<file path="config.mk">
export PLATFORM = sky130hd
export DESIGN_NAME = board_ctrl
export DESIGN_NICKNAME = d
export VERILOG_FILES = /design/src/design/scope_pkg.sv /design/src/design/board_ctrl.sv /design/src/design/cmd_decoder.sv /design/src/design/i2c_arbiter.sv /design/src/design/i2c_sequencer.sv /design/src/design/id_indicator.sv /design/src/design/reply_sender.sv
export SDC_FILE = /design/constraint.sdc
export NUM_CORES = 1
export LEC_CHECK = 0
export ABC_AREA = 1
export BUFFER_PORTS_ARGS = -buffer_cell sky130_fd_sc_hd__buf_2
export CAP_MARGIN = 20
export CORE_MARGIN = 5
export CORE_UTILIZATION = 40
export DETAILED_ROUTE_END_ITERATION = 8
export PLACE_DENSITY = 0.66
export REMOVE_ABC_BUFFERS = 1
export SYNTH_ARGS = -nofsm -noshare
export SYNTH_HDL_FRONTEND = slang
export SYNTH_SLANG_ARGS = --single-unit
</file>
<file path="constraint.sdc">
create_clock -name clk -period 10.55 [get_ports clk]
set_input_delay 2.11 -clock clk [delete_from_list [all_inputs] [get_ports clk]]
set_output_delay 2.11 -clock clk [all_outputs]
set_load 0.1 [all_outputs]
</file>
<file path="src/design/scope_pkg.sv">
// shared types and constants of the board controller; command codes follow the chain protocol, ids above 9 are never assigned
package scope_pkg;

	typedef logic [7:0] byte_t;      // serial or i2c data byte
	typedef logic [7:0] board_id_t;  // position of the board in the chain
	typedef logic [3:0] chan_mask_t; // one bit per analog channel
	typedef logic [3:0] led_t;       // id indicator leds, 1 = lit
	typedef logic [6:0] i2c_addr_t;  // 7 bit slave address

	// one i2c write as handed to the sequencer
	typedef struct packed {
		i2c_addr_t  addr;
		logic [1:0] count; // data bytes to write, 1 to 3
		byte_t      data0;
		byte_t      data1;
		byte_t      data2;
	} i2c_req_t;

	typedef struct packed {
		byte_t      thresh;    // normal trigger threshold
		byte_t      thresh2;   // high threshold, must be below to trigger
		logic [3:0] trig_type; // bit 0 rising edge
		logic       rolling;
	} trig_cfg_t;

	typedef struct packed {
		logic [3:0]  len;     // bytes to send, 1 to 8
		logic [63:0] payload; // byte 0 goes out first
	} reply_t;

	typedef enum logic [2:0] {
		DEC_IDLE,
		DEC_SOLVE,
		DEC_MORE,
		DEC_REPLY_WAIT,
		DEC_I2C_WAIT
	} dec_state_e;

	typedef enum logic [1:0] {
		SEQ_IDLE,
		SEQ_WAIT_FREE,
		SEQ_SEND,
		SEQ_HOLD
	} seq_state_e;

	localparam byte_t CMD_ID_LAST   = 8'd9;
	localparam byte_t CMD_LASTBASE  = 8'd20;
	localparam byte_t CMD_ACTBASE   = 8'd30;
	localparam byte_t CMD_RANGE     = 8'd10; // width of the id based groups
	localparam byte_t CMD_ROLL_ON   = 8'd101;
	localparam byte_t CMD_ROLL_OFF  = 8'd102;
	localparam byte_t CMD_THRESH    = 8'd127;
	localparam byte_t CMD_TYPE      = 8'd128;
	localparam byte_t CMD_TDC_DELAY = 8'd132;
	localparam byte_t CMD_TDC_CARRY = 8'd133;
	localparam byte_t CMD_GAIN      = 8'd134;
	localparam byte_t CMD_I2C_RAW   = 8'd136;
	localparam byte_t CMD_THRESH2   = 8'd140;
	localparam byte_t CMD_OVERSAMP  = 8'd141;
	localparam byte_t CMD_CHIPID    = 8'd142;

	localparam i2c_addr_t EXP_GAIN_ADDR = 7'h20; // front-end expander
	localparam i2c_addr_t EXP_LED_ADDR  = 7'h21; // indicator expander
	localparam byte_t     EXP_PORTA     = 8'h12; // gpio register of port a

	localparam board_id_t  BOARD_ID_RESET = 8'd200; // not yet in a chain
	localparam chan_mask_t GAIN_RESET     = 4'b0000; // low gain on all channels
	localparam chan_mask_t OVERSAMP_RESET = 4'b0011; // 1 means no oversampling
	localparam led_t       LED_RESET      = 4'b1111; // pattern of the reset id
	localparam trig_cfg_t  TRIG_RESET     = '{
		thresh:    8'h80,
		thresh2:   8'hFF,
		trig_type: 4'b0001,
		rolling:   1'b1
	};

endpackage

</file>
<file path="src/design/board_ctrl.sv">
// top of the board command processor; the serial receiver, transmitter and i2c master sit outside
`timescale 1ns/100ps

module board_ctrl (
	input  logic                  clk,
	input  logic                  rst_n,
	input  logic                  rx_ready,
	input  scope_pkg::byte_t      rx_data,
	input  logic                  tx_busy,
	output logic                  tx_start,
	output scope_pkg::byte_t      tx_data,
	output scope_pkg::byte_t      com_data,
	output logic                  new_com_data,
	input  logic [63:0]           chip_id,
	input  scope_pkg::byte_t      delay_count,
	input  scope_pkg::byte_t      carry_count,
	output logic                  serial_passthrough,
	output logic [1:0]            master_clock,
	output logic                  imthefirst,
	output logic                  imthelast,
	output scope_pkg::trig_cfg_t  trig_cfg,
	output scope_pkg::chan_mask_t gain_sel,
	output scope_pkg::chan_mask_t oversamp,
	output scope_pkg::board_id_t  board_id,
	output logic                  i2c_ena,
	output scope_pkg::i2c_addr_t  i2c_addr,
	output logic                  i2c_rw,
	output scope_pkg::byte_t      i2c_datawr,
	input  logic                  i2c_busy
);
	import scope_pkg::*;

	reply_t   reply;
	logic     reply_go, reply_done;
	i2c_req_t cmd_req, led_req, seq_req;
	logic     cmd_valid, cmd_gnt, led_valid, led_gnt; // two requesters of the bus
	logic     seq_go, seq_done;

	cmd_decoder i_cmd_decoder (
		.clk, .rst_n, .rx_ready, .rx_data, .chip_id, .delay_count, .carry_count,
		.reply_done, .i2c_gnt(cmd_gnt), .com_data, .new_com_data, .serial_passthrough,
		.master_clock, .imthefirst, .imthelast, .trig_cfg, .gain_sel, .oversamp,
		.reply_go, .reply, .i2c_req_valid(cmd_valid), .i2c_req(cmd_req), .board_id
	);

	reply_sender i_reply_sender (
		.clk, .rst_n, .reply_go, .reply, .tx_busy, .tx_start, .tx_data, .reply_done
	);

	id_indicator i_id_indicator (
		.clk, .rst_n, .board_id, .last_board(imthelast), .gnt(led_gnt),
		.req_valid(led_valid), .req(led_req)
	);

	i2c_arbiter i_i2c_arbiter (
		.clk, .rst_n, .cmd_valid, .cmd_req, .led_valid, .led_req, .seq_done,
		.cmd_gnt, .led_gnt, .seq_go, .seq_req
	);

	i2c_sequencer i_i2c_sequencer (
		.clk, .rst_n, .seq_go, .seq_req, .i2c_busy, .i2c_ena, .i2c_addr, .i2c_rw,
		.i2c_datawr, .seq_done
	);

endmodule

</file>
<file path="src/design/cmd_decoder.sv">
// command decoder of one chain board; bytes that arrive while a reply or an i2c grant is pending are dropped
`timescale 1ns/100ps

module cmd_decoder (
	input  logic                  clk,
	input  logic                  rst_n,
	input  logic                  rx_ready,
	input  scope_pkg::byte_t      rx_data,
	input  logic [63:0]           chip_id,
	input  scope_pkg::byte_t      delay_count,
	input  scope_pkg::byte_t      carry_count,
	input  logic                  reply_done,
	input  logic                  i2c_gnt,
	output scope_pkg::byte_t      com_data,
	output logic                  new_com_data,
	output logic                  serial_passthrough,
	output logic [1:0]            master_clock,
	output logic                  imthefirst,
	output logic                  imthelast,
	output scope_pkg::trig_cfg_t  trig_cfg,
	output scope_pkg::chan_mask_t gain_sel,
	output scope_pkg::chan_mask_t oversamp,
	output logic                  reply_go,
	output scope_pkg::reply_t     reply,
	output logic                  i2c_req_valid,
	output scope_pkg::i2c_req_t   i2c_req,
	output scope_pkg::board_id_t  board_id
);
	import scope_pkg::*;

	dec_state_e state;
	byte_t      cmd;          // command byte under decode
	byte_t      arg_buf [5];  // argument bytes, in arrival order
	logic [2:0] arg_cnt;      // arguments collected so far
	logic [2:0] arg_need;     // arguments the command takes
	logic       own_ch;       // channel argument belongs to this board
	chan_mask_t ch_bit;
	chan_mask_t gain_nxt;
	chan_mask_t ovs_nxt;

	assign imthefirst = (board_id == 8'd0);

	always_comb begin
		case (cmd)
			CMD_THRESH, CMD_THRESH2, CMD_TYPE, CMD_GAIN, CMD_OVERSAMP: arg_need = 3'd1;
			CMD_I2C_RAW: arg_need = 3'd5; // count, address, three data bytes
			default: arg_need = 3'd0;
		endcase
	end

	// channel n lives on board n/4, as bit n%4
	assign own_ch   = ({2'b00, arg_buf[0][7:2]} == board_id);
	assign ch_bit   = 4'b0001 << arg_buf[0][1:0];
	assign gain_nxt = own_ch ? (gain_sel ^ ch_bit) : gain_sel;
	assign ovs_nxt  = own_ch ? (oversamp ^ ch_bit) : oversamp;

	always_ff @(posedge clk or negedge rst_n) begin
		if (!rst_n) begin
			state              <= DEC_IDLE;
			arg_cnt            <= 3'd0;
			new_com_data       <= 1'b0;
			reply_go           <= 1'b0;
			i2c_req_valid      <= 1'b0;
			serial_passthrough <= 1'b0;
			master_clock       <= 2'b00; // own clock master until told otherwise
			imthelast          <= 1'b0;
			board_id           <= BOARD_ID_RESET;
			trig_cfg           <= TRIG_RESET;
			gain_sel           <= GAIN_RESET;
			oversamp           <= OVERSAMP_RESET;
		end else begin
			new_com_data <= 1'b0; // one cycle strobes
			reply_go     <= 1'b0;
			case (state)
				DEC_IDLE: begin
					if (rx_ready) begin
						cmd     <= rx_data;
						arg_cnt <= 3'd0;
						state   <= DEC_SOLVE;
					end
				end
				DEC_MORE: begin
					if (rx_ready) begin
						arg_buf[arg_cnt] <= rx_data;
						com_data         <= rx_data; // arguments go down the chain as they come
						new_com_data     <= 1'b1;
						arg_cnt          <= arg_cnt + 3'd1;
						if (arg_cnt + 3'd1 == arg_need) state <= DEC_SOLVE;
					end
				end
				DEC_SOLVE: begin
					state <= DEC_IDLE;
					if (cmd <= CMD_ID_LAST) begin
						board_id     <= cmd;
						master_clock <= (cmd == 8'd0) ? 2'b00 : 2'b01; // first board drives the clock
						com_data     <= cmd + 8'd1; // next board gets the next id
						new_com_data <= 1'b1;
					end else if (cmd >= CMD_LASTBASE && cmd < CMD_LASTBASE + CMD_RANGE) begin
						imthelast    <= ((cmd - CMD_LASTBASE) == board_id);
						com_data     <= cmd;
						new_com_data <= 1'b1;
					end else if (cmd >= CMD_ACTBASE && cmd < CMD_ACTBASE + CMD_RANGE) begin
						if ((cmd - CMD_ACTBASE) == board_id) begin
							serial_passthrough <= 1'b0; // selected, the chain stops here
						end else begin
							serial_passthrough <= 1'b1;
							com_data           <= cmd;
							new_com_data       <= 1'b1;
						end
					end else if (arg_cnt < arg_need) begin
						com_data     <= cmd; // forward now, arguments follow
						new_com_data <= 1'b1;
						state        <= DEC_MORE;
					end else begin
						case (cmd)
							CMD_ROLL_ON, CMD_ROLL_OFF: begin
								trig_cfg.rolling <= (cmd == CMD_ROLL_ON);
								com_data         <= cmd;
								new_com_data     <= 1'b1;
							end
							CMD_THRESH:  trig_cfg.thresh    <= arg_buf[0];
							CMD_THRESH2: trig_cfg.thresh2   <= arg_buf[0];
							CMD_TYPE:    trig_cfg.trig_type <= arg_buf[0][3:0];
							CMD_GAIN, CMD_OVERSAMP: begin
								gain_sel      <= (cmd == CMD_GAIN) ? gain_nxt : gain_sel;
								oversamp      <= (cmd == CMD_OVERSAMP) ? ovs_nxt : oversamp;
								// expander port a is {oversampling, gain}, written even if unchanged
								i2c_req       <= '{addr: EXP_GAIN_ADDR, count: 2'd2, data0: EXP_PORTA,
									data1: (cmd == CMD_GAIN) ? {oversamp, gain_nxt} : {ovs_nxt, gain_sel},
									data2: 8'h00};
								i2c_req_valid <= 1'b1;
								state         <= DEC_I2C_WAIT;
							end
							CMD_I2C_RAW: begin
								i2c_req       <= '{addr: arg_buf[1][6:0], count: arg_buf[0][1:0],
									data0: arg_buf[2], data1: arg_buf[3], data2: arg_buf[4]};
								i2c_req_valid <= 1'b1;
								state         <= DEC_I2C_WAIT;
							end
							CMD_TDC_DELAY, CMD_TDC_CARRY, CMD_CHIPID: begin
								if (serial_passthrough) begin
									com_data     <= cmd; // the active board is further down
									new_com_data <= 1'b1;
								end else begin
									if (cmd == CMD_CHIPID)
										reply <= '{len: 4'd8, payload: chip_id};
									else if (cmd == CMD_TDC_DELAY)
										reply <= '{len: 4'd1, payload: {56'd0, delay_count}};
									else
										reply <= '{len: 4'd1, payload: {56'd0, carry_count}};
									reply_go <= 1'b1;
									state    <= DEC_REPLY_WAIT;
								end
							end
							default: begin
								com_data     <= cmd; // unknown here, maybe not downstream
								new_com_data <= 1'b1;
							end
						endcase
					end
				end
				DEC_REPLY_WAIT: if (reply_done) state <= DEC_IDLE;
				DEC_I2C_WAIT: begin
					if (i2c_gnt) begin
						i2c_req_valid <= 1'b0;
						state         <= DEC_IDLE;
					end
				end
				default: state <= DEC_IDLE;
			endcase
		end
	end

endmodule

</file>
<file path="src/design/i2c_arbiter.sv">
// two-requester arbiter for the one i2c sequencer; decoder always wins, no fairness toward the indicator
`timescale 1ns/100ps

module i2c_arbiter (
	input  logic                clk,
	input  logic                rst_n,
	input  logic                cmd_valid,
	input  scope_pkg::i2c_req_t cmd_req,
	input  logic                led_valid,
	input  scope_pkg::i2c_req_t led_req,
	input  logic                seq_done,
	output logic                cmd_gnt,
	output logic                led_gnt,
	output logic                seq_go,
	output scope_pkg::i2c_req_t seq_req
);

	logic busy; // a transfer is running on the sequencer

	// grant pulses in the cycle the request is taken
	assign cmd_gnt = !busy && cmd_valid;
	assign led_gnt = !busy && !cmd_valid && led_valid;

	always_ff @(posedge clk or negedge rst_n) begin
		if (!rst_n) begin
			busy   <= 1'b0;
			seq_go <= 1'b0;
		end else begin
			seq_go <= cmd_gnt || led_gnt;
			if (cmd_gnt || led_gnt)
				busy <= 1'b1;
			else if (seq_done)
				busy <= 1'b0; // free for the next owner
		end
	end

	// copy of the granted request, held for the sequencer
	always_ff @(posedge clk) begin
		if (cmd_gnt)
			seq_req <= cmd_req;
		else if (led_gnt)
			seq_req <= led_req;
	end

endmodule

</file>
<file path="src/design/i2c_sequencer.sv">
// writes 1 to 3 bytes through an eewiki style byte master; write only, ack errors are not checked
`timescale 1ns/100ps

module i2c_sequencer (
	input  logic                  clk,
	input  logic                  rst_n,
	input  logic                  seq_go,
	input  scope_pkg::i2c_req_t   seq_req,
	input  logic                  i2c_busy,
	output logic                  i2c_ena,
	output scope_pkg::i2c_addr_t  i2c_addr,
	output logic                  i2c_rw,
	output scope_pkg::byte_t      i2c_datawr,
	output logic                  seq_done
);
	import scope_pkg::*;

	seq_state_e state;
	i2c_req_t   cur;  // request being written
	logic [1:0] idx;  // data bytes started so far

	assign i2c_rw = 1'b0; // only writes are issued

	always_ff @(posedge clk or negedge rst_n) begin
		if (!rst_n) begin
			state    <= SEQ_IDLE;
			i2c_ena  <= 1'b0;
			idx      <= 2'd0;
			seq_done <= 1'b0;
		end else begin
			seq_done <= 1'b0;
			case (state)
				SEQ_IDLE: begin
					if (seq_go) begin
						cur   <= seq_req;
						state <= SEQ_WAIT_FREE;
					end
				end
				SEQ_WAIT_FREE: begin
					if (!i2c_busy) begin
						i2c_addr   <= cur.addr;
						i2c_datawr <= cur.data0;
						i2c_ena    <= 1'b1;
						idx        <= 2'd1;
						state      <= SEQ_SEND;
					end
				end
				SEQ_SEND: begin
					if (i2c_busy) begin // master latched the current byte
						if (idx >= cur.count) begin
							i2c_ena <= 1'b0; // last byte started, stop after it
						end else begin
							i2c_datawr <= (idx == 2'd1) ? cur.data1 : cur.data2;
							idx        <= idx + 2'd1;
						end
						state <= SEQ_HOLD;
					end
				end
				SEQ_HOLD: begin
					if (!i2c_busy) begin // byte finished
						if (i2c_ena) begin
							state <= SEQ_SEND; // more to go, wait for the next start
						end else begin
							seq_done <= 1'b1;
							state    <= SEQ_IDLE;
						end
					end
				end
				default: state <= SEQ_IDLE;
			endcase
		end
	end

endmodule

</file>
<file path="src/design/id_indicator.sv">
// shows the board id on four leds of the second expander; only ids 0 to 4 get a distinct pattern
`timescale 1ns/100ps

module id_indicator (
	input  logic                 clk,
	input  logic                 rst_n,
	input  scope_pkg::board_id_t board_id,
	input  logic                 last_board,
	input  logic                 gnt,
	output logic                 req_valid,
	output scope_pkg::i2c_req_t  req
);
	import scope_pkg::*;

	led_t pattern;   // wanted led state
	led_t last_pat;  // pattern last put into a request

	always_comb begin
		if (last_board)
			pattern = 4'b1111; // end of chain lights everything
		else if (board_id == 8'd0)
			pattern = 4'b0000;
		else if (board_id <= 8'd4)
			pattern = board_id[3:0]; // binary id
		else
			pattern = 4'b1111; // unassigned or out of range
	end

	always_ff @(posedge clk or negedge rst_n) begin
		if (!rst_n) begin
			req_valid <= 1'b0;
			last_pat  <= LED_RESET;
		end else if (pattern != last_pat) begin
			// new or refreshed request, a pending one just gets the newer data
			last_pat  <= pattern;
			req_valid <= 1'b1;
			req       <= '{addr: EXP_LED_ADDR, count: 2'd2, data0: EXP_PORTA,
				data1: {4'b1111, pattern}, data2: 8'h00};
		end else if (gnt) begin
			req_valid <= 1'b0;
		end
	end

endmodule

</file>
<file path="src/design/reply_sender.sv">
// sends 1 to 8 reply bytes, lsb byte first; relies on tx_busy rising after every tx_start
`timescale 1ns/100ps

module reply_sender (
	input  logic              clk,
	input  logic              rst_n,
	input  logic              reply_go,
	input  scope_pkg::reply_t reply,
	input  logic              tx_busy,
	output logic              tx_start,
	output scope_pkg::byte_t  tx_data,
	output logic              reply_done
);

	logic [63:0] payload;    // shifts right one byte per send
	logic [3:0]  bytes_left;
	logic        active;
	logic        in_flight;  // byte handed to the transmitter
	logic        seen_busy;  // transmitter has taken it

	always_ff @(posedge clk or negedge rst_n) begin
		if (!rst_n) begin
			active     <= 1'b0;
			in_flight  <= 1'b0;
			seen_busy  <= 1'b0;
			bytes_left <= 4'd0;
			tx_start   <= 1'b0;
			reply_done <= 1'b0;
		end else begin
			tx_start   <= 1'b0;
			reply_done <= 1'b0;
			if (reply_go) begin
				payload    <= reply.payload;
				bytes_left <= reply.len;
				active     <= 1'b1;
				in_flight  <= 1'b0;
			end else if (active) begin
				if (!in_flight) begin
					if (!tx_busy) begin // transmitter free, start next byte
						tx_data    <= payload[7:0];
						tx_start   <= 1'b1;
						payload    <= payload >> 8;
						bytes_left <= bytes_left - 4'd1;
						in_flight  <= 1'b1;
						seen_busy  <= 1'b0;
					end
				end else if (!seen_busy) begin
					if (tx_busy) seen_busy <= 1'b1;
				end else if (!tx_busy) begin // byte is out
					in_flight <= 1'b0;
					if (bytes_left == 4'd0) begin
						active     <= 1'b0;
						reply_done <= 1'b1;
					end
				end
			end
		end
	end

endmodule

</file>
==> key figures, run 1 <==
Status
  – Status: finished clean

Yosys
  – Sequential share of the synthesized area: 69.6%
  – Post-Syn Area per Cell: 11.0 µm²
  – Ys flop type: edfxtp_1
  – Synth top area cells: edfxtp_1 58%, nand2_1 9.0%, dfrtp_1 8.0%
  – Post-synth top area cell: edfxtp_1
  – EDFF count, synth: 311
  – Synthesized area: 16000 µm²
  – Mapped Cells: 1461
  – Share of the synthesized area in the top cell type: 58.3%
  – FF+latch count, synth: 382
  – Synth async-reset ratio: 18.6%
  – Synth Warn #: 0
  – Count of cell types in the netlist: 43

Timing
  – Max Fclk: 236 MHz
  – Final Hold Vio Count: 0
  – Rel. slew slack: 33.2%
  – Max Slew Vio Count: 0
  – Setup_tns: 0 ps
  – Worst hold slack: 414 ps
  – Clock skew: 36.7 ps
  – Worst-Margin Slew: 995 ps
  – Final setup violation count: 0
  – Tmin final: 4250 ps
  – Final worst slack: 6300 ps
  – Post-route clock period utilization: 40.2%
  – RSZ-0062 raised after global routing: no

Placed design
  – Placed insts: 2127
  – Pre-CTS setup slack: 6310 ps
  – # port buffers: 167
  – Dpl hpwl: 23.4 mm
  – RePlAce Congestion: 0.880

Power
  – Pleak: 0.00811 µW
  – Power per Cell Area: 220 nW/µm²
  – Peak supply drop: 0.000115 V

Route
  – Vias per inst: 4.66
  – Routed vias: 10.3k
  – Detailed router's first-iteration violation count: 738
  – WL final: 33.8 mm
  – Average wire per cell in the routed design: 15.3 µm
  – 1st-pass router iterations: 6
  – DRC violation count after routing: 0
  – DRT antenna net count: 0

Setup path
  – Crit path required time: 8440 ps
  – Startpoint Class: flip-flop
  – CP arrival: 2140 ps
  – Critical path peak fanout: 8
  – Critical path class: flip-flop to output port
  – Crit end category: output port

CTS
  – Hold-fix buffers, CTS: 0
  – H-tree levels: 2
  – Clock Tree Root: clkbuf_16
  – Post-CTS Setup Repair Bufs: 0
  – Cts repair resizes: 0
  – # clock sinks: 382
  – Worst-Skew Late Latency: 570 ps
  – CTS tree: yes
  – Worst-path clk slew: 60 ps
  – Bufs on Longest Clock Path: 3
  – TritonCTS Buffers: 40

Finish
  – Fin util: 47.4%
  – Register area: 11100 µm²
  – Finished Layout Cells: 2203
  – Layout fillers: 3645
  – Multi-input gate area: 3930 µm²
  – Fin nets: 1756
  – Share of layout cells above drive strength 1: 19.1%
  – Area Growth Syn to Fin: 17.2%

Job
  – Max_cap viols: 0

Global route
  – First-pass GRT wire length: 53.6 mm
  – Vias in the first global route: 9925
  – Largest net degree at the start of global routing: 75
  – Overflow after GRT: 0
  – Total GRT Usage: 15.2%
  – Initial antenna violation count: 2

Die
  – Die Height: 210 µm
  – # rows: 73
  – Die area: 44100 µm²
  – Ports: 170
  – Core area: 39600 µm²
  – Die Width: 210 µm
  – Initial Util: 40.4%

Hold path
  – HP Class: flip-flop to flip-flop
-- worst paths after layout --
path	slack, ps	startpoint	cells after the start	to
max	6300	i_cmd_decoder.board_id[6]	6	imthefirst
min	410	i_i2c_sequencer.cur[30]	0	i_i2c_sequencer.i2c_addr[4]
max reg2reg	6720	i_cmd_decoder.cmd[1]	16	i_cmd_decoder.reply[32]
min reg2reg	410	i_i2c_sequencer.cur[30]	0	i_i2c_sequencer.i2c_addr[4]
max in group asynchronous	8030	rst_n	2	i_cmd_decoder.reply_go
min in group asynchronous	1330	rst_n	1	i_i2c_sequencer.idx[0]
-- routing by layer --
metal / vias to the layer above / track usage (%) / share of wire [%]
met5: - / 0 / 0
met4: 0 / 4.28 / 2.2
met3: 47 / 3.56 / 5.2
met2: 213 / 25.7 / 50
met1: 4854 / 19.7 / 42
li1: 5146 / - / -
-- power by group --
group / leakage, µW / total, µW / switching (µW) / internal [µW]
clock network: 0.000621 / 1360 / 581 / 774
logic: 0.00380 / 857 / 671 / 186
registers: 0.00369 / 1920 / 86.0 / 1840
-- kinds of logic after synthesis --
kind of cell	share of synthesized area [%]
flip-flops	69.6
adder cells (fa/ha/maj)	1.41
AND/OR/NAND/NOR	16.8
XOR/XNOR	1.15
AO/OA/AOI/OAI	4.84
multiplexers	0.0703
other	0.0234
buffers and inverters	6.12
-- layout by cell type, fill, tap and decap left out, drive strengths merged, types with 19 or more instances in the layout --
cell type  Yosys  final
nand3         48     48
nor3          19     19
a21oi         20     20
o21ai         83     83
buf           21    182
dfstp         20     20
nor2         171    171
dfrtp         51     51
nand2        392    392
inv          207    208
clkbuf        20     52
edfxtp       311    311
-- flip-flops by register name (all words and copies together), names as in the netlist, 7 cells and up --
signal                      cells
i_cmd_decoder.arg_buf          39
i_cmd_decoder.board_id          8
i_cmd_decoder.cmd               8
i_cmd_decoder.com_data          8
i_cmd_decoder.i2c_req          33
i_cmd_decoder.reply            66
i_cmd_decoder.trig_cfg         21
i_i2c_arbiter.seq_req          33
i_i2c_sequencer.cur            33
i_i2c_sequencer.i2c_addr        7
i_i2c_sequencer.i2c_datawr      8
i_reply_sender.payload         64
i_reply_sender.tx_data          8
-- layout make-up --
class | instances | area share (%)
flip-flops and latches | 382 | 59.4
multi-input cells | 831 | 20.9
clock buffers | 52 | 5.68
repair buffers | 182 | 5.21
inverters | 208 | 4.17
well taps | 525 | 3.50
clock inverters | 22 | 1.15
diodes | 1 | 0.0133
-- synth_stat cells, types with 2 or more instances --
library cell / number
a31oi_1: 11
nor3_4: 2
o21ai_0: 49
a21oi_1: 20
buf_1: 5
a22oi_1: 4
nor2_1: 165
o211ai_1: 4
o21bai_1: 4
nand2_1: 383
o21ai_1: 25
inv_1: 196
nand4_1: 5
xor2_1: 10
nand2_2: 7
nor3_1: 17
xnor2_1: 11
buf_6: 3
nor4_1: 4
o22ai_1: 7
buf_2: 11
nand3_1: 45
dfrtp_1: 51
buf_4: 2
dfstp_2: 20
nand3_2: 3
edfxtp_1: 311
clkbuf_1: 20
ha_1: 18
nand2_4: 2
o21ai_2: 9
nor2_2: 4
or2_2: 14
inv_2: 10
-- critical path, cell delays in order, from the launching register on --
cell	delay, ps
dfstp_2	390
nor2_1	170
nand2_1	100
nor2_2	250
nand2_1	120
nor2_1	100
buf_2	460
-- stage by stage --
stage	instance area [µm²]	power, µW
2_1_floorplan	15800	2570
3_3_place_gp	17400	2790
3_5_place_dp	17500	2810
4_1_cts	18700	4180
5_1_grt	18800	4330
6_report	18800	4130
(Power assumes the default switching activity.)
==> run 2: changes to the inputs <==
==> constraint.sdc (replaced) <==
create_clock -name clk -period 4.1 [get_ports clk]
set_input_delay 0.82 -clock clk [delete_from_list [all_inputs] [get_ports clk]]
set_output_delay 0.82 -clock clk [all_outputs]
set_load 0.1 [all_outputs]
==> run 2 against run 1 <==
  * Via count fell by 0.36%
  * First-iteration DRC count decreased by 20%
  * Sequential power rose to 2.6 times the previous value
  * Wire length increased by 3.1%
  * Global-route usage is 0.44 points higher
  * Non-clock buffer count up 5
  * Critical path type is now flip-flop to flip-flop
  * Critical endpoint is now i_cmd_decoder.reply[6]
==> key figures, run 2 (synthesized netlist as in run 1, its figures left out) <==
Finish
  – Antenna cells: 0
  – Share of layout cells above drive strength 1: 19.4%
  – Area Growth Syn to Fin: 17.3%
  – Commonest non-fill, non-tap cell in the layout: nand2_1
  – Multi-input gate area: 3930 µm²
  – Top flop regs: i_cmd_decoder.reply: 66 flops, i_reply_sender.payload: 64 flops, i_cmd_decoder.arg_buf: 39 flops
  – Max reg flops: 66
  – Finished Layout Cells: 2207
  – Layout fillers: 3655
  – Top reg by flops: i_cmd_decoder.reply
  – Commonest non-fill, non-tap cells in the layout: 383 x nand2_1, 311 x edfxtp_1, 196 x inv_1, 166 x buf_2, 161 x nor2_1
  – Fin nets: 1761
  – Register area: 11100 µm²

Setup path
  – Crit path required time: 4290 ps
  – Crit end category: flip-flop
  – Worst flop-to-flop path startpoint: i_cmd_decoder.cmd[1]
  – Startpoint Class: flip-flop
  – Critical path's largest stage delay: 490 ps
  – Worst path cell trace: inv_1 > ha_1 > nand2_1 > inv_1 > o21ai_0 > nand3_1 > ha_1 > nand2_1 > a21oi_1 > a21oi_1 > nand3_1 > nor2_4 > buf_12
  – Critical path peak fanout: 66
  – Critical path class: flip-flop to flip-flop
  – CP arrival: 3410 ps
  – CP startpoint: i_cmd_decoder.cmd[1]
  – CP max-delay cell: edfxtp_1

Die
  – Ports: 170
  – Core area: 39600 µm²
  – Die area: 44100 µm²
  – Die Width: 210 µm
  – # rows: 73
  – Initial Util: 40.4%
  – Die Height: 210 µm

Timing
  – Worst hold slack: 70.2 ps
  – Final Hold Vio Count: 0
  – Max Slew Vio Count: 0
  – Setup_tns: 0 ps
  – Tmin final: 3220 ps
  – Rel. slew slack: 31.2%
  – Max Fclk: 310 MHz
  – Final setup violation count: 0
  – Worst-Margin Slew: 1020 ps
  – RSZ-0062 raised after global routing: no
  – Clock skew: 38.0 ps
  – Post-route clock period utilization: 78.7%

Hold path
  – HP Class: input pin to asynchronous set/reset pin

Global route
  – Overflow after GRT: 0
  – Largest net degree at the start of global routing: 68
  – First-pass GRT wire length: 54.6 mm
  – Total GRT Usage: 15.6%
  – Vias in the first global route: 9935
  – Initial antenna violation count: 1

Route
  – WL final: 34.8 mm
  – Average wire per cell in the routed design: 15.8 µm
  – DRT antenna net count: 0
  – 1st-pass router iterations: 5
  – Vias per inst: 4.63
  – Routed vias: 10.2k
  – Detailed router's first-iteration violation count: 588
  – DRC violation count after routing: 0

CTS
  – Post-CTS Setup Repair Bufs: 0
  – H-tree levels: 2
  – Worst-path clk slew: 60 ps
  – Clock Tree Root: clkbuf_16
  – Worst-Skew Late Latency: 560 ps
  – Hold-fix buffers, CTS: 0
  – Cts repair resizes: 0
  – # clock sinks: 382
  – TritonCTS Buffers: 40
  – Bufs on Longest Clock Path: 3
  – CTS tree: yes

Power
  – Total power: 10600 µW
  – Power per Cell Area: 565 nW/µm²
  – Pleak: 0.00813 µW
  – Peak supply drop: 0.000450 V

Placed design
  – RePlAce Congestion: 0.865
  – Placed insts: 2133
  – # port buffers: 167
  – Dpl hpwl: 24.1 mm

Job
  – Max_cap viols: 0

Status
  – Status: finished clean
==> run 2: area by class of cell <==
type                       instances  share of cell area [%]
clock buffer                      52                    5.90
clock inverter                    22                   0.899
inverter                         208                    4.17
multi-input combinational        831                    20.9
sequential                       382                    59.3
tap                              525                    3.50
timing repair buffer             187                    5.33
==> run 2: through the flow <==
stage	util (%)	worst slack, ps	instance area (µm²)
6_report	47.4	875	18800
5_1_grt	47.4	526	18800
4_1_cts	47.4	874	18800
3_5_place_dp	44.2	921	17500
3_3_place_gp	44.2	979	17500
2_1_floorplan	-	-1620	15800
==> run 2: report_power, final <==
group	leakage, µW	internal [µW]	switching (µW)	total [µW]
combinational	0.00381	464	1730	2200
sequential	0.00369	4720	233	4960
clock	0.000625	1990	1470	3460
total	0.00813	7180	3430	10600
==> run 2: path summary, 6_finish.rpt <==
kind	to	cells past startpoint	slack, ps
setup / recovery	i_cmd_decoder.reply[6]	13	880
hold / removal	i_i2c_sequencer.state[0]	1	70
setup reg to reg	i_cmd_decoder.reply[6]	13	880
hold reg to reg	i_reply_sender.tx_data[2]	0	420
max in group asynchronous	i_cmd_decoder.reply_go	2	2860
min in group clk	i_reply_sender.tx_data[2]	0	420
==> run 2: routing by layer <==
| metal | vias to the layer above | wire length [µm] | part of all wire (%) | GRT usage, % |
|---|---|---|---|---|
| li1 | 5155 | - | - | - |
| met1 | 4807 | 15100 | 43 | 20.4 |
| met2 | 203 | 17500 | 50 | 26.9 |
| met3 | 58 | 1490 | 4.3 | 3.02 |
| met4 | 0 | 721 | 2.1 | 4.30 |
| met5 | - | 0 | 0 | 0 |
==> run 2: worst max-delay path, delay by kind of cell (launching register included) <==
family / cells / cell delay [ps]
DFF: 1 / 490
and+or+nand+nor: 5 / 730
buffers and inverters: 3 / 540
adders and majority gates: 2 / 470
AOI/OAI and AO/OA: 3 / 560
